$ cat src/hdl/proc_pkg.sv
`default_nettype none

package proc_pkg;

   //////////////////////////////////////////////////////////////////////
   // Widths and constants
   //////////////////////////////////////////////////////////////////////

   typedef logic [31:0] word_t;
   typedef logic [31:0] pc_t;
   typedef logic [4:0]  reg_idx_t;
   // Bit 3 is the lane at the lowest byte address
   typedef logic [3:0]  byte_en_t;
   typedef logic [1:0]  fwd_sel_t;

   localparam pc_t      RESET_PC = 32'h0000_0000;
   localparam pc_t      PC_STEP  = 32'd4;
   localparam int       NUM_REGS = 32;

   localparam byte_en_t BE_WORD = 4'hF;
   localparam byte_en_t BE_HALF = 4'hC;
   localparam byte_en_t BE_BYTE = 4'h8;

   // Instruction field positions
   localparam int OPC_MSB = 31;
   localparam int OPC_LSB = 26;
   localparam int RS_MSB  = 25;
   localparam int RS_LSB  = 21;
   localparam int RT_MSB  = 20;
   localparam int RT_LSB  = 16;
   localparam int RD_MSB  = 15;
   localparam int RD_LSB  = 11;
   localparam int IMM_W   = 16;

   // Execute operand sources
   localparam fwd_sel_t FWD_REG    = 2'd0;
   localparam fwd_sel_t FWD_EX_MEM = 2'd1;
   localparam fwd_sel_t FWD_WB     = 2'd2;

   //////////////////////////////////////////////////////////////////////
   // Encodings
   //////////////////////////////////////////////////////////////////////

   typedef enum logic [5:0] {
      OP_HALT    = 6'd0,
      OP_NOP     = 6'd1,
      OP_ADD     = 6'd16,
      OP_SUB     = 6'd17,
      OP_AND     = 6'd18,
      OP_OR      = 6'd19,
      OP_XOR     = 6'd20,
      OP_ADDI    = 6'd24,
      OP_LD_BASE = 6'd32,  // Low two bits carry the granularity
      OP_ST_BASE = 6'd36
   } opcode_e;

   localparam word_t NOP_INST = {OP_NOP, 26'd0};

   typedef enum logic [2:0] {ALU_ADD, ALU_SUB, ALU_AND, ALU_OR, ALU_XOR} alu_op_e;

   typedef enum logic [1:0] {
      GRAN_WORD = 2'b00,
      GRAN_BYTE = 2'b01,
      GRAN_HALF = 2'b10,
      GRAN_BAD  = 2'b11
   } gran_e;

   //////////////////////////////////////////////////////////////////////
   // Stage records
   //////////////////////////////////////////////////////////////////////

   typedef struct packed {
      logic    reg_write;
      logic    mem_read;
      logic    mem_write;
      logic    mem_to_reg;
      logic    alu_src;
      alu_op_e alu_op;
      gran_e   gran;
      logic    halt;
      logic    illegal;
   } ctrl_t;

   typedef struct packed {
      logic     we;
      reg_idx_t idx;
      word_t    data;
   } wb_t;

   typedef struct packed {
      ctrl_t    ctrl;
      reg_idx_t rs;
      reg_idx_t rt;
      reg_idx_t dst;
      word_t    rs_val;
      word_t    rt_val;
      word_t    imm;
   } id_ex_t;

   typedef struct packed {
      ctrl_t    ctrl;
      reg_idx_t dst;
      word_t    alu_res;
      word_t    st_data;
   } ex_mem_t;

   typedef struct packed {
      logic     reg_write;
      logic     mem_to_reg;
      logic     halt;
      reg_idx_t idx;
      word_t    alu_res;
      word_t    ld_data;
   } mem_wb_t;

endpackage

`default_nettype wire

$ cat src/hdl/fetch_stage.sv
`default_nettype none

module fetch_stage (
   input  logic            clk,
   input  logic            rst_n,
   input  proc_pkg::word_t inst_i,
   input  logic            stall_i,
   input  logic            halt_seen_i,
   output proc_pkg::pc_t   iaddr_o,
   output proc_pkg::word_t if_inst_o
);

   logic hold;

   // Load-use stall or a HALT further down keeps fetch where it is
   assign hold = stall_i | halt_seen_i;

   // Program counter
   always_ff @(posedge clk or negedge rst_n) begin
      if (!rst_n) begin
         iaddr_o <= proc_pkg::RESET_PC;
      end else if (!hold) begin
         iaddr_o <= iaddr_o + proc_pkg::PC_STEP;
      end
   end

   // IF/ID instruction register
   // A held HALT recirculates here, so it keeps flowing into decode
   always_ff @(posedge clk or negedge rst_n) begin
      if (!rst_n) begin
         if_inst_o <= proc_pkg::NOP_INST;
      end else if (!hold) begin
         if_inst_o <= inst_i;
      end
   end

endmodule

`default_nettype wire

$ cat src/hdl/decode_ctrl.sv
`default_nettype none

module decode_ctrl (
   input  proc_pkg::opcode_e opcode_i,
   output proc_pkg::ctrl_t   ctrl_o
);

   logic [5:0] op_bits;

   assign op_bits = opcode_i;

   always_comb begin
      ctrl_o = '0;
      if ({op_bits[5:2], 2'b00} == proc_pkg::OP_LD_BASE) begin
         // Loads write rt from rs plus immediate
         ctrl_o.reg_write  = 1'b1;
         ctrl_o.mem_read   = 1'b1;
         ctrl_o.mem_to_reg = 1'b1;
         ctrl_o.alu_src    = 1'b1;
         ctrl_o.alu_op     = proc_pkg::ALU_ADD;
         ctrl_o.gran       = proc_pkg::gran_e'(op_bits[1:0]);
      end else if ({op_bits[5:2], 2'b00} == proc_pkg::OP_ST_BASE) begin
         ctrl_o.mem_write  = 1'b1;
         ctrl_o.alu_src    = 1'b1;
         ctrl_o.alu_op     = proc_pkg::ALU_ADD;
         ctrl_o.gran       = proc_pkg::gran_e'(op_bits[1:0]);
      end else begin
         case (opcode_i)
            proc_pkg::OP_HALT: ctrl_o.halt = 1'b1;
            proc_pkg::OP_NOP: begin
               // All control low
            end
            proc_pkg::OP_ADD,
            proc_pkg::OP_SUB,
            proc_pkg::OP_AND,
            proc_pkg::OP_OR,
            proc_pkg::OP_XOR: begin
               ctrl_o.reg_write = 1'b1;
               ctrl_o.alu_op    = proc_pkg::alu_op_e'(op_bits[2:0]);
            end
            proc_pkg::OP_ADDI: begin
               ctrl_o.reg_write = 1'b1;
               ctrl_o.alu_src   = 1'b1;
               ctrl_o.alu_op    = proc_pkg::ALU_ADD;
            end
            // Behaves as a NOP but gets reported
            default: ctrl_o.illegal = 1'b1;
         endcase
      end
   end

endmodule

`default_nettype wire

$ cat src/hdl/reg_file.sv
`default_nettype none

module reg_file (
   input  logic                clk,
   input  logic                rst_n,
   input  proc_pkg::wb_t       wb_i,
   input  proc_pkg::reg_idx_t  ra_i,
   input  proc_pkg::reg_idx_t  rb_i,
   output proc_pkg::word_t     rdata_a_o,
   output proc_pkg::word_t     rdata_b_o
);

   proc_pkg::word_t regs [proc_pkg::NUM_REGS];

   always_ff @(posedge clk or negedge rst_n) begin
      if (!rst_n) begin
         for (int i = 0; i < proc_pkg::NUM_REGS; i++) begin
            regs[i] <= '0;
         end
      end else if (wb_i.we) begin
         regs[wb_i.idx] <= wb_i.data;
      end
   end

   // Write-through, decode sees the value retiring this cycle
   assign rdata_a_o = (wb_i.we && wb_i.idx == ra_i) ? wb_i.data : regs[ra_i];
   assign rdata_b_o = (wb_i.we && wb_i.idx == rb_i) ? wb_i.data : regs[rb_i];

endmodule

`default_nettype wire

$ cat src/hdl/decode_stage.sv
`default_nettype none

module decode_stage (
   input  logic             clk,
   input  logic             rst_n,
   input  proc_pkg::word_t  if_inst_i,
   input  logic             stall_i,
   input  proc_pkg::wb_t    wb_i,
   output proc_pkg::id_ex_t id_ex_o,
   output logic             halt_seen_o
);

   proc_pkg::opcode_e  opcode;
   proc_pkg::ctrl_t    ctrl;
   proc_pkg::reg_idx_t rs, rt, rd;
   proc_pkg::word_t    rs_val, rt_val;
   proc_pkg::id_ex_t   id_ex_d;

   // Field extraction
   assign opcode = proc_pkg::opcode_e'(if_inst_i[proc_pkg::OPC_MSB:proc_pkg::OPC_LSB]);
   assign rs     = if_inst_i[proc_pkg::RS_MSB:proc_pkg::RS_LSB];
   assign rt     = if_inst_i[proc_pkg::RT_MSB:proc_pkg::RT_LSB];
   assign rd     = if_inst_i[proc_pkg::RD_MSB:proc_pkg::RD_LSB];

   decode_ctrl u_ctrl (
      .opcode_i (opcode),
      .ctrl_o   (ctrl)
   );

   reg_file u_rf (
      .clk       (clk),
      .rst_n     (rst_n),
      .wb_i      (wb_i),
      .ra_i      (rs),
      .rb_i      (rt),
      .rdata_a_o (rs_val),
      .rdata_b_o (rt_val)
   );

   always_comb begin
      id_ex_d.ctrl   = ctrl;
      id_ex_d.rs     = rs;
      id_ex_d.rt     = rt;
      // R-format writes rd, the immediate forms write rt
      id_ex_d.dst    = ctrl.alu_src ? rt : rd;
      id_ex_d.rs_val = rs_val;
      id_ex_d.rt_val = rt_val;
      id_ex_d.imm    = {{(32 - proc_pkg::IMM_W){if_inst_i[proc_pkg::IMM_W-1]}},
                        if_inst_i[proc_pkg::IMM_W-1:0]};
   end

   // ID/EX register, bubble on a load-use stall
   always_ff @(posedge clk or negedge rst_n) begin
      if (!rst_n) begin
         id_ex_o <= '0;
      end else if (stall_i) begin
         id_ex_o <= '0;
      end else begin
         id_ex_o <= id_ex_d;
      end
   end

   assign halt_seen_o = ctrl.halt | id_ex_o.ctrl.halt;

endmodule

`default_nettype wire

$ cat src/hdl/hazard_forward.sv
`default_nettype none

module hazard_forward (
   input  proc_pkg::word_t    if_inst_i,
   input  proc_pkg::id_ex_t   id_ex_i,
   input  proc_pkg::ex_mem_t  ex_mem_i,
   input  proc_pkg::wb_t      wb_i,
   output logic               stall_o,
   output proc_pkg::fwd_sel_t fwd_a_o,
   output proc_pkg::fwd_sel_t fwd_b_o
);

   proc_pkg::reg_idx_t if_rs, if_rt;
   logic               ex_mem_fwd;

   assign if_rs = if_inst_i[proc_pkg::RS_MSB:proc_pkg::RS_LSB];
   assign if_rt = if_inst_i[proc_pkg::RT_MSB:proc_pkg::RT_LSB];

   // Load in execute feeding the instruction in decode
   assign stall_o = id_ex_i.ctrl.mem_read && (id_ex_i.dst == if_rs || id_ex_i.dst == if_rt);

   // A load's data isn't in EX/MEM yet, only its address
   assign ex_mem_fwd = ex_mem_i.ctrl.reg_write & ~ex_mem_i.ctrl.mem_read;

   // Youngest producer wins
   function automatic proc_pkg::fwd_sel_t pick_src(input proc_pkg::reg_idx_t src);
      proc_pkg::fwd_sel_t sel;
      if (ex_mem_fwd && ex_mem_i.dst == src) begin
         sel = proc_pkg::FWD_EX_MEM;
      end else if (wb_i.we && wb_i.idx == src) begin
         sel = proc_pkg::FWD_WB;
      end else begin
         sel = proc_pkg::FWD_REG;
      end
      return sel;
   endfunction

   always_comb begin
      fwd_a_o = pick_src(id_ex_i.rs);
      fwd_b_o = pick_src(id_ex_i.rt);
   end

endmodule

`default_nettype wire

$ cat src/hdl/exec_stage.sv
`default_nettype none

module exec_stage (
   input  logic               clk,
   input  logic               rst_n,
   input  proc_pkg::id_ex_t   id_ex_i,
   input  proc_pkg::fwd_sel_t fwd_a_i,
   input  proc_pkg::fwd_sel_t fwd_b_i,
   input  proc_pkg::wb_t      wb_i,
   output proc_pkg::ex_mem_t  ex_mem_o
);

   proc_pkg::word_t   op_a, rt_fwd, op_b, alu_res;
   proc_pkg::ex_mem_t ex_mem_d;

   function automatic proc_pkg::word_t fwd_mux(input proc_pkg::fwd_sel_t sel,
                                               input proc_pkg::word_t    reg_val,
                                               input proc_pkg::word_t    ex_mem_val,
                                               input proc_pkg::word_t    wb_val);
      case (sel)
         proc_pkg::FWD_EX_MEM: return ex_mem_val;
         proc_pkg::FWD_WB:     return wb_val;
         default:              return reg_val;
      endcase
   endfunction

   assign op_a   = fwd_mux(fwd_a_i, id_ex_i.rs_val, ex_mem_o.alu_res, wb_i.data);
   assign rt_fwd = fwd_mux(fwd_b_i, id_ex_i.rt_val, ex_mem_o.alu_res, wb_i.data);
   assign op_b   = id_ex_i.ctrl.alu_src ? id_ex_i.imm : rt_fwd;

   always_comb begin
      case (id_ex_i.ctrl.alu_op)
         proc_pkg::ALU_SUB: alu_res = op_a - op_b;
         proc_pkg::ALU_AND: alu_res = op_a & op_b;
         proc_pkg::ALU_OR:  alu_res = op_a | op_b;
         proc_pkg::ALU_XOR: alu_res = op_a ^ op_b;
         default:           alu_res = op_a + op_b;
      endcase
   end

   always_comb begin
      ex_mem_d.ctrl    = id_ex_i.ctrl;
      ex_mem_d.dst     = id_ex_i.dst;
      ex_mem_d.alu_res = alu_res;
      // Store data is the forwarded rt, never the immediate
      ex_mem_d.st_data = rt_fwd;
   end

   // EX/MEM register
   always_ff @(posedge clk or negedge rst_n) begin
      if (!rst_n) begin
         ex_mem_o <= '0;
      end else begin
         ex_mem_o <= ex_mem_d;
      end
   end

endmodule

`default_nettype wire

$ cat src/hdl/mem_stage.sv
`default_nettype none

module mem_stage (
   input  logic              clk,
   input  logic              rst_n,
   input  proc_pkg::ex_mem_t ex_mem_i,
   input  proc_pkg::word_t   data_mem_to_proc_i,
   output proc_pkg::word_t   daddr_o,
   output proc_pkg::word_t   data_proc_to_mem_o,
   output proc_pkg::byte_en_t we_o,
   output proc_pkg::byte_en_t re_o,
   output logic              err_o,
   output logic              halt_o,
   output proc_pkg::wb_t     wb_o
);

   proc_pkg::byte_en_t lanes;
   proc_pkg::mem_wb_t  mem_wb_q;

   assign daddr_o            = ex_mem_i.alu_res;
   assign data_proc_to_mem_o = ex_mem_i.st_data;

   // Big-endian lanes, offset 0 is the top lane
   always_comb begin
      case (ex_mem_i.ctrl.gran)
         proc_pkg::GRAN_WORD: lanes = proc_pkg::BE_WORD;
         proc_pkg::GRAN_HALF: lanes = proc_pkg::BE_HALF >> ex_mem_i.alu_res[1:0];
         proc_pkg::GRAN_BYTE: lanes = proc_pkg::BE_BYTE >> ex_mem_i.alu_res[1:0];
         default:             lanes = '0;
      endcase
   end

   assign we_o  = {4{ex_mem_i.ctrl.mem_write}} & lanes;
   assign re_o  = {4{ex_mem_i.ctrl.mem_read}} & lanes;
   assign err_o = (ex_mem_i.ctrl.gran == proc_pkg::GRAN_BAD) | ex_mem_i.ctrl.illegal;

   // MEM/WB register
   always_ff @(posedge clk or negedge rst_n) begin
      if (!rst_n) begin
         mem_wb_q <= '0;
      end else begin
         mem_wb_q.reg_write  <= ex_mem_i.ctrl.reg_write;
         mem_wb_q.mem_to_reg <= ex_mem_i.ctrl.mem_to_reg;
         mem_wb_q.halt       <= ex_mem_i.ctrl.halt;
         mem_wb_q.idx        <= ex_mem_i.dst;
         mem_wb_q.alu_res    <= ex_mem_i.alu_res;
         mem_wb_q.ld_data    <= data_mem_to_proc_i;
      end
   end

   // Writeback mux
   assign wb_o.we   = mem_wb_q.reg_write;
   assign wb_o.idx  = mem_wb_q.idx;
   assign wb_o.data = mem_wb_q.mem_to_reg ? mem_wb_q.ld_data : mem_wb_q.alu_res;

   assign halt_o = mem_wb_q.halt;

endmodule

`default_nettype wire

$ cat src/hdl/proc_top.sv
`default_nettype none

module proc_top (
   input  logic               clk,
   input  logic               rst_n,
   input  proc_pkg::word_t    inst_i,
   input  proc_pkg::word_t    data_mem_to_proc_i,
   output proc_pkg::pc_t      iaddr_o,
   output proc_pkg::word_t    daddr_o,
   output proc_pkg::word_t    data_proc_to_mem_o,
   output proc_pkg::byte_en_t we_o,
   output proc_pkg::byte_en_t re_o,
   output logic               err_o,
   output logic               halt_o
);

   //////////////////////////////////////////////////////////////////////
   // Stage wires
   //////////////////////////////////////////////////////////////////////

   proc_pkg::word_t    if_inst;
   proc_pkg::id_ex_t   id_ex;
   proc_pkg::ex_mem_t  ex_mem;
   proc_pkg::wb_t      wb;
   proc_pkg::fwd_sel_t fwd_a, fwd_b;
   logic               stall, halt_seen, halt_any;

   // HALT from decode through writeback freezes the PC
   assign halt_any = halt_seen | halt_o;

   //////////////////////////////////////////////////////////////////////
   // Pipeline
   //////////////////////////////////////////////////////////////////////

   fetch_stage u_fetch (
      .clk(clk), .rst_n(rst_n), .inst_i(inst_i), .stall_i(stall),
      .halt_seen_i(halt_any), .iaddr_o(iaddr_o), .if_inst_o(if_inst)
   );

   decode_stage u_decode (
      .clk(clk), .rst_n(rst_n), .if_inst_i(if_inst), .stall_i(stall),
      .wb_i(wb), .id_ex_o(id_ex), .halt_seen_o(halt_seen)
   );

   hazard_forward u_hazard (
      .if_inst_i(if_inst), .id_ex_i(id_ex), .ex_mem_i(ex_mem), .wb_i(wb),
      .stall_o(stall), .fwd_a_o(fwd_a), .fwd_b_o(fwd_b)
   );

   exec_stage u_exec (
      .clk(clk), .rst_n(rst_n), .id_ex_i(id_ex), .fwd_a_i(fwd_a),
      .fwd_b_i(fwd_b), .wb_i(wb), .ex_mem_o(ex_mem)
   );

   mem_stage u_mem (
      .clk(clk), .rst_n(rst_n), .ex_mem_i(ex_mem),
      .data_mem_to_proc_i(data_mem_to_proc_i), .daddr_o(daddr_o),
      .data_proc_to_mem_o(data_proc_to_mem_o), .we_o(we_o), .re_o(re_o),
      .err_o(err_o), .halt_o(halt_o), .wb_o(wb)
   );

endmodule

`default_nettype wire

$ cat config.mk
export PLATFORM = sky130hd
export DESIGN_NAME = proc_top
export DESIGN_NICKNAME = d
export VERILOG_FILES = /design/src/hdl/proc_pkg.sv /design/src/hdl/fetch_stage.sv /design/src/hdl/decode_ctrl.sv /design/src/hdl/reg_file.sv /design/src/hdl/decode_stage.sv /design/src/hdl/hazard_forward.sv /design/src/hdl/exec_stage.sv /design/src/hdl/mem_stage.sv /design/src/hdl/proc_top.sv
export SDC_FILE = /design/constraint.sdc
export NUM_CORES = 2
export LEC_CHECK = 0
export ABC_CLOCK_PERIOD_IN_PS = 7900
export CORE_AREA = 10 10 601 308
export DETAILED_ROUTE_END_ITERATION = 8
export DIE_AREA = 0 0 611 318
export DONT_BUFFER_PORTS = 1
export PLACE_DENSITY = 0.61
export SKIP_CTS_REPAIR_TIMING = 1
export SKIP_LAST_GASP = 1
export SLEW_MARGIN = 0
export SYNTH_ARGS = -nofsm -noshare
export SYNTH_HDL_FRONTEND = slang
export SYNTH_SLANG_ARGS = --single-unit
$ cat constraint.sdc
create_clock -name clk -period 7.9 [get_ports clk]
set_input_delay 1.185 -clock clk [delete_from_list [all_inputs] [get_ports clk]]
set_output_delay 1.185 -clock clk [all_outputs]
set_load 0.01 [all_outputs]
# == After elaboration in Yosys (flattened, before gate mapping) ==
# Index checks and enable logic that the tools add are counted.
# totals
reg_bits,1360
in_bits,66
out_inout_bits,106
# op_classes
addsub,3
order_cmp,4
eq_ne,28
shifts,2
mux,38
bitwise,14
reduce_logical,14
# op_table
operator,count
1024-bit bitwise mux,1
32-bit binary-select mux with 5-bit select,2
32-bit two-way mux,9
32-bit demux with 5-bit select,1
32-bit case mux with 2 select lines,2
32-bit case mux with 4 select lines,1
123-bit two-way mux,1
5-bit == test,8
"6-bit by 5-bit == test with 1-bit output, second input constant",6
"32-bit by 3-bit adder with 32-bit output, second input constant",1
32-bit adder,1
32-bit AND,1
32-bit OR,1
32-bit subtractor,1
32-bit XOR,1
"6-bit >= comparator, second input constant",3
5-bit NOT with 6-bit output,3
2-bit two-way mux,7
4-bit case mux with 3 select lines,1
1-bit two-way mux,9
4-bit AND,2
"2-bit == test, second input constant",4
"4-bit == test, second input constant",2
1-bit logical AND,8
other kinds (20),27

# == Depth between registers and ports, before layout ==
# depth
ltp_word,9
mapped_depth,25
ltp_nobuf,23

# == Cells and area by module ==
# Synthesis repeated with hierarchy kept, for this count alone.
# unflattened
hier_cells,5648
area_unflattened_um2,73523.0
# modules_own_cells
module,n_inst,cells_per_inst,area_per_inst_um2,seq_area_each_um2
reg_file,1,3953,55897.4,25624.6
exec_stage,1,980,8036.5,2026.9
decode_stage,1,248,3578.4,2677.6
mem_stage,1,203,2881.5,1801.7
fetch_stage,1,191,2601.2,1552.7
hazard_forward,1,46,362.8,0.0
decode_ctrl,1,26,158.9,0.0
proc_top,1,1,6.3,0.0

# == Least setup slack after synthesis ==
# No wires, ideal clock.
# synth_path
path_kind,register to register
startpoint,register u_decode.id_ex_o[102] in the netlist's numbering
endpoint,register u_exec.ex_mem_o[63] in the netlist's numbering
t_arrival_ns,5.325
required_ns,7.835
setup_slack_ns,2.510
stages_incl_launch_ff,25
path_buffers,2
synth_period_minus_slack_ns,5.390
cell_sequence,dfrtp_1 -> xnor2_1 -> nand4_1 -> nor2_1 -> clkbuf_1 -> clkbuf_1 -> nand2_1 -> o211ai_1 -> o21ai_0 -> mux2i_1 -> ha_1 -> and4_1 -> nor4b_4 -> nor2_1 -> xnor2_1 -> ha_1 -> o21a_1 -> o21ai_0 -> a2111oi_0 -> o31ai_1 -> and3b_1 -> or2_2 -> a311o_1 -> o2111a_1 -> nand2_1
# synth_via
elab_chain_len,9
word_cells_on_any_way,16
cone_classes,2 x add/sub; 4 x eq/ne; 5 x mux; 3 x bitwise; 2 x reduce/logical
# synth_lines
item,line_no,text
start: declaration,decode_stage.sv:9,"output proc_pkg::id_ex_t id_ex_o,"
start signal: assignment,decode_stage.sv:59,id_ex_o <= id_ex_d;
5-bit == test,hazard_forward.sv:30,end else if (wb_i.we && wb_i.idx == src) begin
1-bit logical AND,hazard_forward.sv:30,
2-bit two-way mux,hazard_forward.sv:30,
2-bit two-way mux *,hazard_forward.sv:28,if (ex_mem_fwd && ex_mem_i.dst == src) begin
2-bit == test or 2-bit by 1-bit == test with 1-bit output (tied branches),exec_stage.sv:20,case (sel)
32-bit case mux with 2 select lines *,exec_stage.sv:20,
via u_exec.rt_fwd[1],exec_stage.sv:13,"proc_pkg::word_t op_a, rt_fwd, op_b, alu_res;"
32-bit two-way mux *,exec_stage.sv:29,assign op_b = id_ex_i.ctrl.alu_src ? id_ex_i.imm : rt_fwd;
32-bit adder or 32-bit subtractor (tied branches),"exec_stage.sv:37, exec_stage.sv:33",
32-bit case mux with 4 select lines *,exec_stage.sv:32,case (id_ex_i.ctrl.alu_op)
via u_exec.alu_res[31],exec_stage.sv:13,
end signal: assignment,exec_stage.sv:54,ex_mem_o <= ex_mem_d;
end: declaration,exec_stage.sv:10,output proc_pkg::ex_mem_t ex_mem_o
# Mark *: on every way through the listed nets, which the timed path passes. The rest lies on a longest branch.
# A chain may end at the register's enable or synchronous reset.

# == Worst setup path after layout ==
# layout_path
startpoint,register u_mem.mem_wb_q[70] in the netlist's numbering
endpoint,register u_exec.ex_mem_o[63] in the netlist's numbering
# layout_via
elab_chain_len,5
word_cells_on_any_way,10
cone_classes,2 x add/sub; 5 x mux; 3 x bitwise
# layout_lines
item,line_no,text
start: declaration,mem_stage.sv:18,proc_pkg::mem_wb_t mem_wb_q;
32-bit two-way mux *,mem_stage.sv:54,assign wb_o.data = mem_wb_q.mem_to_reg ? mem_wb_q.ld_data : mem_wb_q.alu_res;
32-bit case mux with 2 select lines *,exec_stage.sv:20,
via u_exec.rt_fwd[5],exec_stage.sv:13,
32-bit two-way mux *,exec_stage.sv:29,
32-bit adder or 32-bit subtractor (tied branches),"exec_stage.sv:37, exec_stage.sv:33",
32-bit case mux with 4 select lines *,exec_stage.sv:32,
via u_exec.alu_res[31],exec_stage.sv:13,
# Marks and branches as above.

==> impl_results.md <==
- Root buffer cell: clkbuf_16
- Area Growth Syn to Fin: 8.39%
- P_sw: 10.2 mW
- Worst-path clk slew: 0.08 ns
- Starting density of the core: 0.397
- Worst path cell trace: buf_4 > mux2i_4 > buf_4 > and3_1 > o31ai_1 > mux2i_4 > and4_1 > nor4b_4 > nor2_1 > xnor2_1 > ha_1 > o21a_1 > o21ai_0 > a2111oi_0 > o31ai_1 > and3b_1 > or2_2 > a311o_1 > o2111a_1 > nand2_1
- Endpoints failing hold: 0
- Startpoint types: register
- Net Sw Frac: 0.378
- Clk Latency, worst-skew pair: 0.75 ns
- Final number of setup-violating endpoints: 0
- Clock group share of total power: 0.222
- # fillers: 16100
- First-pass GRT wire length: 344000 um
- # IOs: 172
- Slew margin rel.: 0.162
- Final RePlAce weighted congestion: 0.960
- Post-Place Cells: 7967
- Setup total negative slack: 0 ns
- Pre-antenna DRT Iters: 5
- Design area: 75300 um^2
- Internal Dissipation: 16.7 mW
- Crit path DAT: 7.72 ns
- Commonest non-fill, non-tap cell in the layout: dfrtp_1
- Register area share after synthesis: 0.483
- Worst setup EP type: register
- Worst path depth: 20
- Worst path bufs/invs: 2
- Number of port buffers: 0
- Synth warn: 0
- Ys async rst share: 1.00
- Crit-path slowest cell: a2111oi_0
- Combinational power share: 0.356
- WL/cell: 28.4 um
- Post-route ant nets: 0
- DR iter-0 viols: 6652
- H-Tree Depth: 3
- Netlist cell types: 80
- Largest net degree at the start of global routing: 258
- Leakage: 31.7 nW
- Hold crit path type: in2async
- Die height: 318 um
- Routed WL: 232000 um
- Reg power frac: 0.423
- Crit Path Max Fanout: 36
- Status: finished clean
- Power, Total: 26.9 mW
- Vias in the first global route: 49200
- DP Worst Slack: 1.19 ns
- Core Area: 175000 um^2
- Max capacitance violation total: 0
- CTS tree: done
- DIE AREA: 194000 um^2
- CP peak stage delay: 0.83 ns
- Required time worst endpoint: 8.58 ns
- Via count: 50600
- Max VDD drop: 0.218 mV
- Syn Std Cell Area: 69500 um^2
- Slew Limit Fails: 0
- Top delay family on crit path: compound AO/OA/AOI/OAI gates
- Final period utilization: 0.891
- Min cycle time layout: 7.04 ns
- # rows: 109
- Total CTS buffers: 110
- Pwr dens: 358 nW/um^2
- Most used DFF post-synth: dfrtp_1
- Total GRT Usage: 0.234
- Die W: 611 um
- Smallest setup slack after layout: 0.862 ns
- Initial antenna violation count: 3
- Clk_skew: 0.0346 ns
- Vias/cell: 6.19
- Placed Area: 71400 um^2
- Worst hold margin: 0.148 ns
- CTS sink cnt: 1340
- Critical path type: reg2reg
- Share of layout cells above drive strength 1: 0.186
- Gr ovfl total: 0
- Dpl hpwl: 142000 um
- Fin nets: 5917
- RSZ-0062 raised after global routing: false
- CTS Buffer Depth: 3
- Layout Utilization: 0.430
- Worst slew pin tran: 1.26 ns
- Register-to-Register Path Depth: 20
- Final cell count without fillers: 8177
- Post-synth EDFFs: 0
- Drc violations: 0
- Most frequent cells in the layout: dfrtp_1 (1327), nand2_1 (686), mux4_2 (640)
- Avg Cell Area, Syn: 11.3 um^2
- Achievable Freq: 142 MHz
- Yosys reg bits: 1340
- Syn Inst Count: 6141
-- synthesized netlist by cell type (4+ instances only) --
cell type | number | area [um^2]
a211oi_1 | 150 | 1130
a21o_1 | 15 | 113
a21oi_1 | 632 | 3160
a31oi_1 | 14 | 87.6
and2_1 | 18 | 113
and3_1 | 30 | 188
and3b_1 | 4 | 35.0
buf_1 | 51 | 191
buf_2 | 20 | 100
buf_4 | 69 | 518
buf_6 | 7 | 78.8
clkbuf_1 | 478 | 1790
dfrtp_1 | 1339 | 33500
ha_1 | 100 | 1250
inv_1 | 91 | 342
mux2_2 | 32 | 360
mux2i_1 | 50 | 500
mux2i_4 | 4 | 90.1
mux4_2 | 640 | 14400
nand2_1 | 702 | 2640
nand2b_1 | 9 | 56.3
nand3_1 | 44 | 220
nand3b_1 | 5 | 37.5
nand4_1 | 18 | 113
nor2_1 | 640 | 2400
nor2b_1 | 97 | 607
nor3_1 | 18 | 90.1
nor3b_1 | 8 | 60.1
nor4_1 | 10 | 62.6
o21a_1 | 15 | 113
o21ai_0 | 580 | 2900
o21ai_1 | 8 | 40.0
o221ai_1 | 7 | 61.3
o22ai_1 | 13 | 81.3
o31ai_1 | 28 | 210
or2_2 | 6 | 37.5
or3_1 | 4 | 25.0
or4_1 | 5 | 37.5
xnor2_1 | 76 | 666
xor2_1 | 46 | 403
-- sequential cells by signal (all words and copies together) (netlist names) --
| signal | flops |
|---|---|
| u_decode.u_rf.regs | 1024 |
| u_decode.id_ex_o | 106 |
| u_exec.ex_mem_o | 76 |
| u_mem.mem_wb_q | 65 |
| u_fetch.if_inst_o | 32 |
| u_fetch.iaddr_o | 30 |
| u_mem.wb_o | 6 |
| u_mem.halt_o | 1 |
-- final cells by class --
| class | count | area, um^2 | share of cell area |
|---|---|---|---|
| diodes | 1 | 2.50 | 0.0000332 |
| flip-flops and latches | 1340 | 33600 | 0.446 |
| clock buffers | 160 | 3160 | 0.0420 |
| multi-input cells | 4086 | 33500 | 0.445 |
| clock inverters | 47 | 651 | 0.00864 |
| well taps | 2331 | 2920 | 0.0387 |
| repair buffers | 121 | 1160 | 0.0154 |
| inverters | 91 | 342 | 0.00454 |
-- power groups by stage --
stage	clock network [mW]	registers, mW	logic (mW)
after detailed placement	0	11.4	9.36
after global routing	6.33	11.6	10.4
after floorplan	0	10.3	7.27
after global placement	0	11.2	9.14
after CTS	6.01	11.3	9.39
final	5.97	11.4	9.58
-- routing by layer --
layer,vias to the layer above,part of all wire,GRT usage
met2,2800,0.40,0.313
met4,6,0.027,0.0580
met3,427,0.13,0.0830
met1,26100,0.44,0.358
li1,21300,-,-
met5,-,0.00025,0
-- final timing paths --
path / from / endpoint / slack, ns
max reg2reg: u_mem.mem_wb_q[70] / u_exec.ex_mem_o[63] / 0.86
max: u_mem.mem_wb_q[70] / u_exec.ex_mem_o[63] / 0.86
min: rst_n / u_mem.mem_wb_q[17] / 0.15
min reg2reg: u_exec.ex_mem_o[70] / u_mem.halt_o / 0.35
min in group clk: u_exec.ex_mem_o[70] / u_mem.halt_o / 0.35
max in group asynchronous: rst_n / u_decode.u_rf.regs[287] / 4.27
-- kinds of logic (layout without fill, tap and decap cells) --
logic type / after synthesis / in the layout / synth area share
and+or+nand+nor: 1633 / 1633 / 0.0995
AOI/OAI and AO/OA: 1498 / 1498 / 0.119
DFF: 1340 / 1340 / 0.483
muxes: 729 / 729 / 0.222
buffers and inverters: 716 / 419 / 0.0435
xor gates and xnor gates: 122 / 122 / 0.0154
adders and majority gates: 102 / 102 / 0.0184
other: 1 / 3 / 0.0000540
Note: power is estimated with default switching activity, not from simulation.
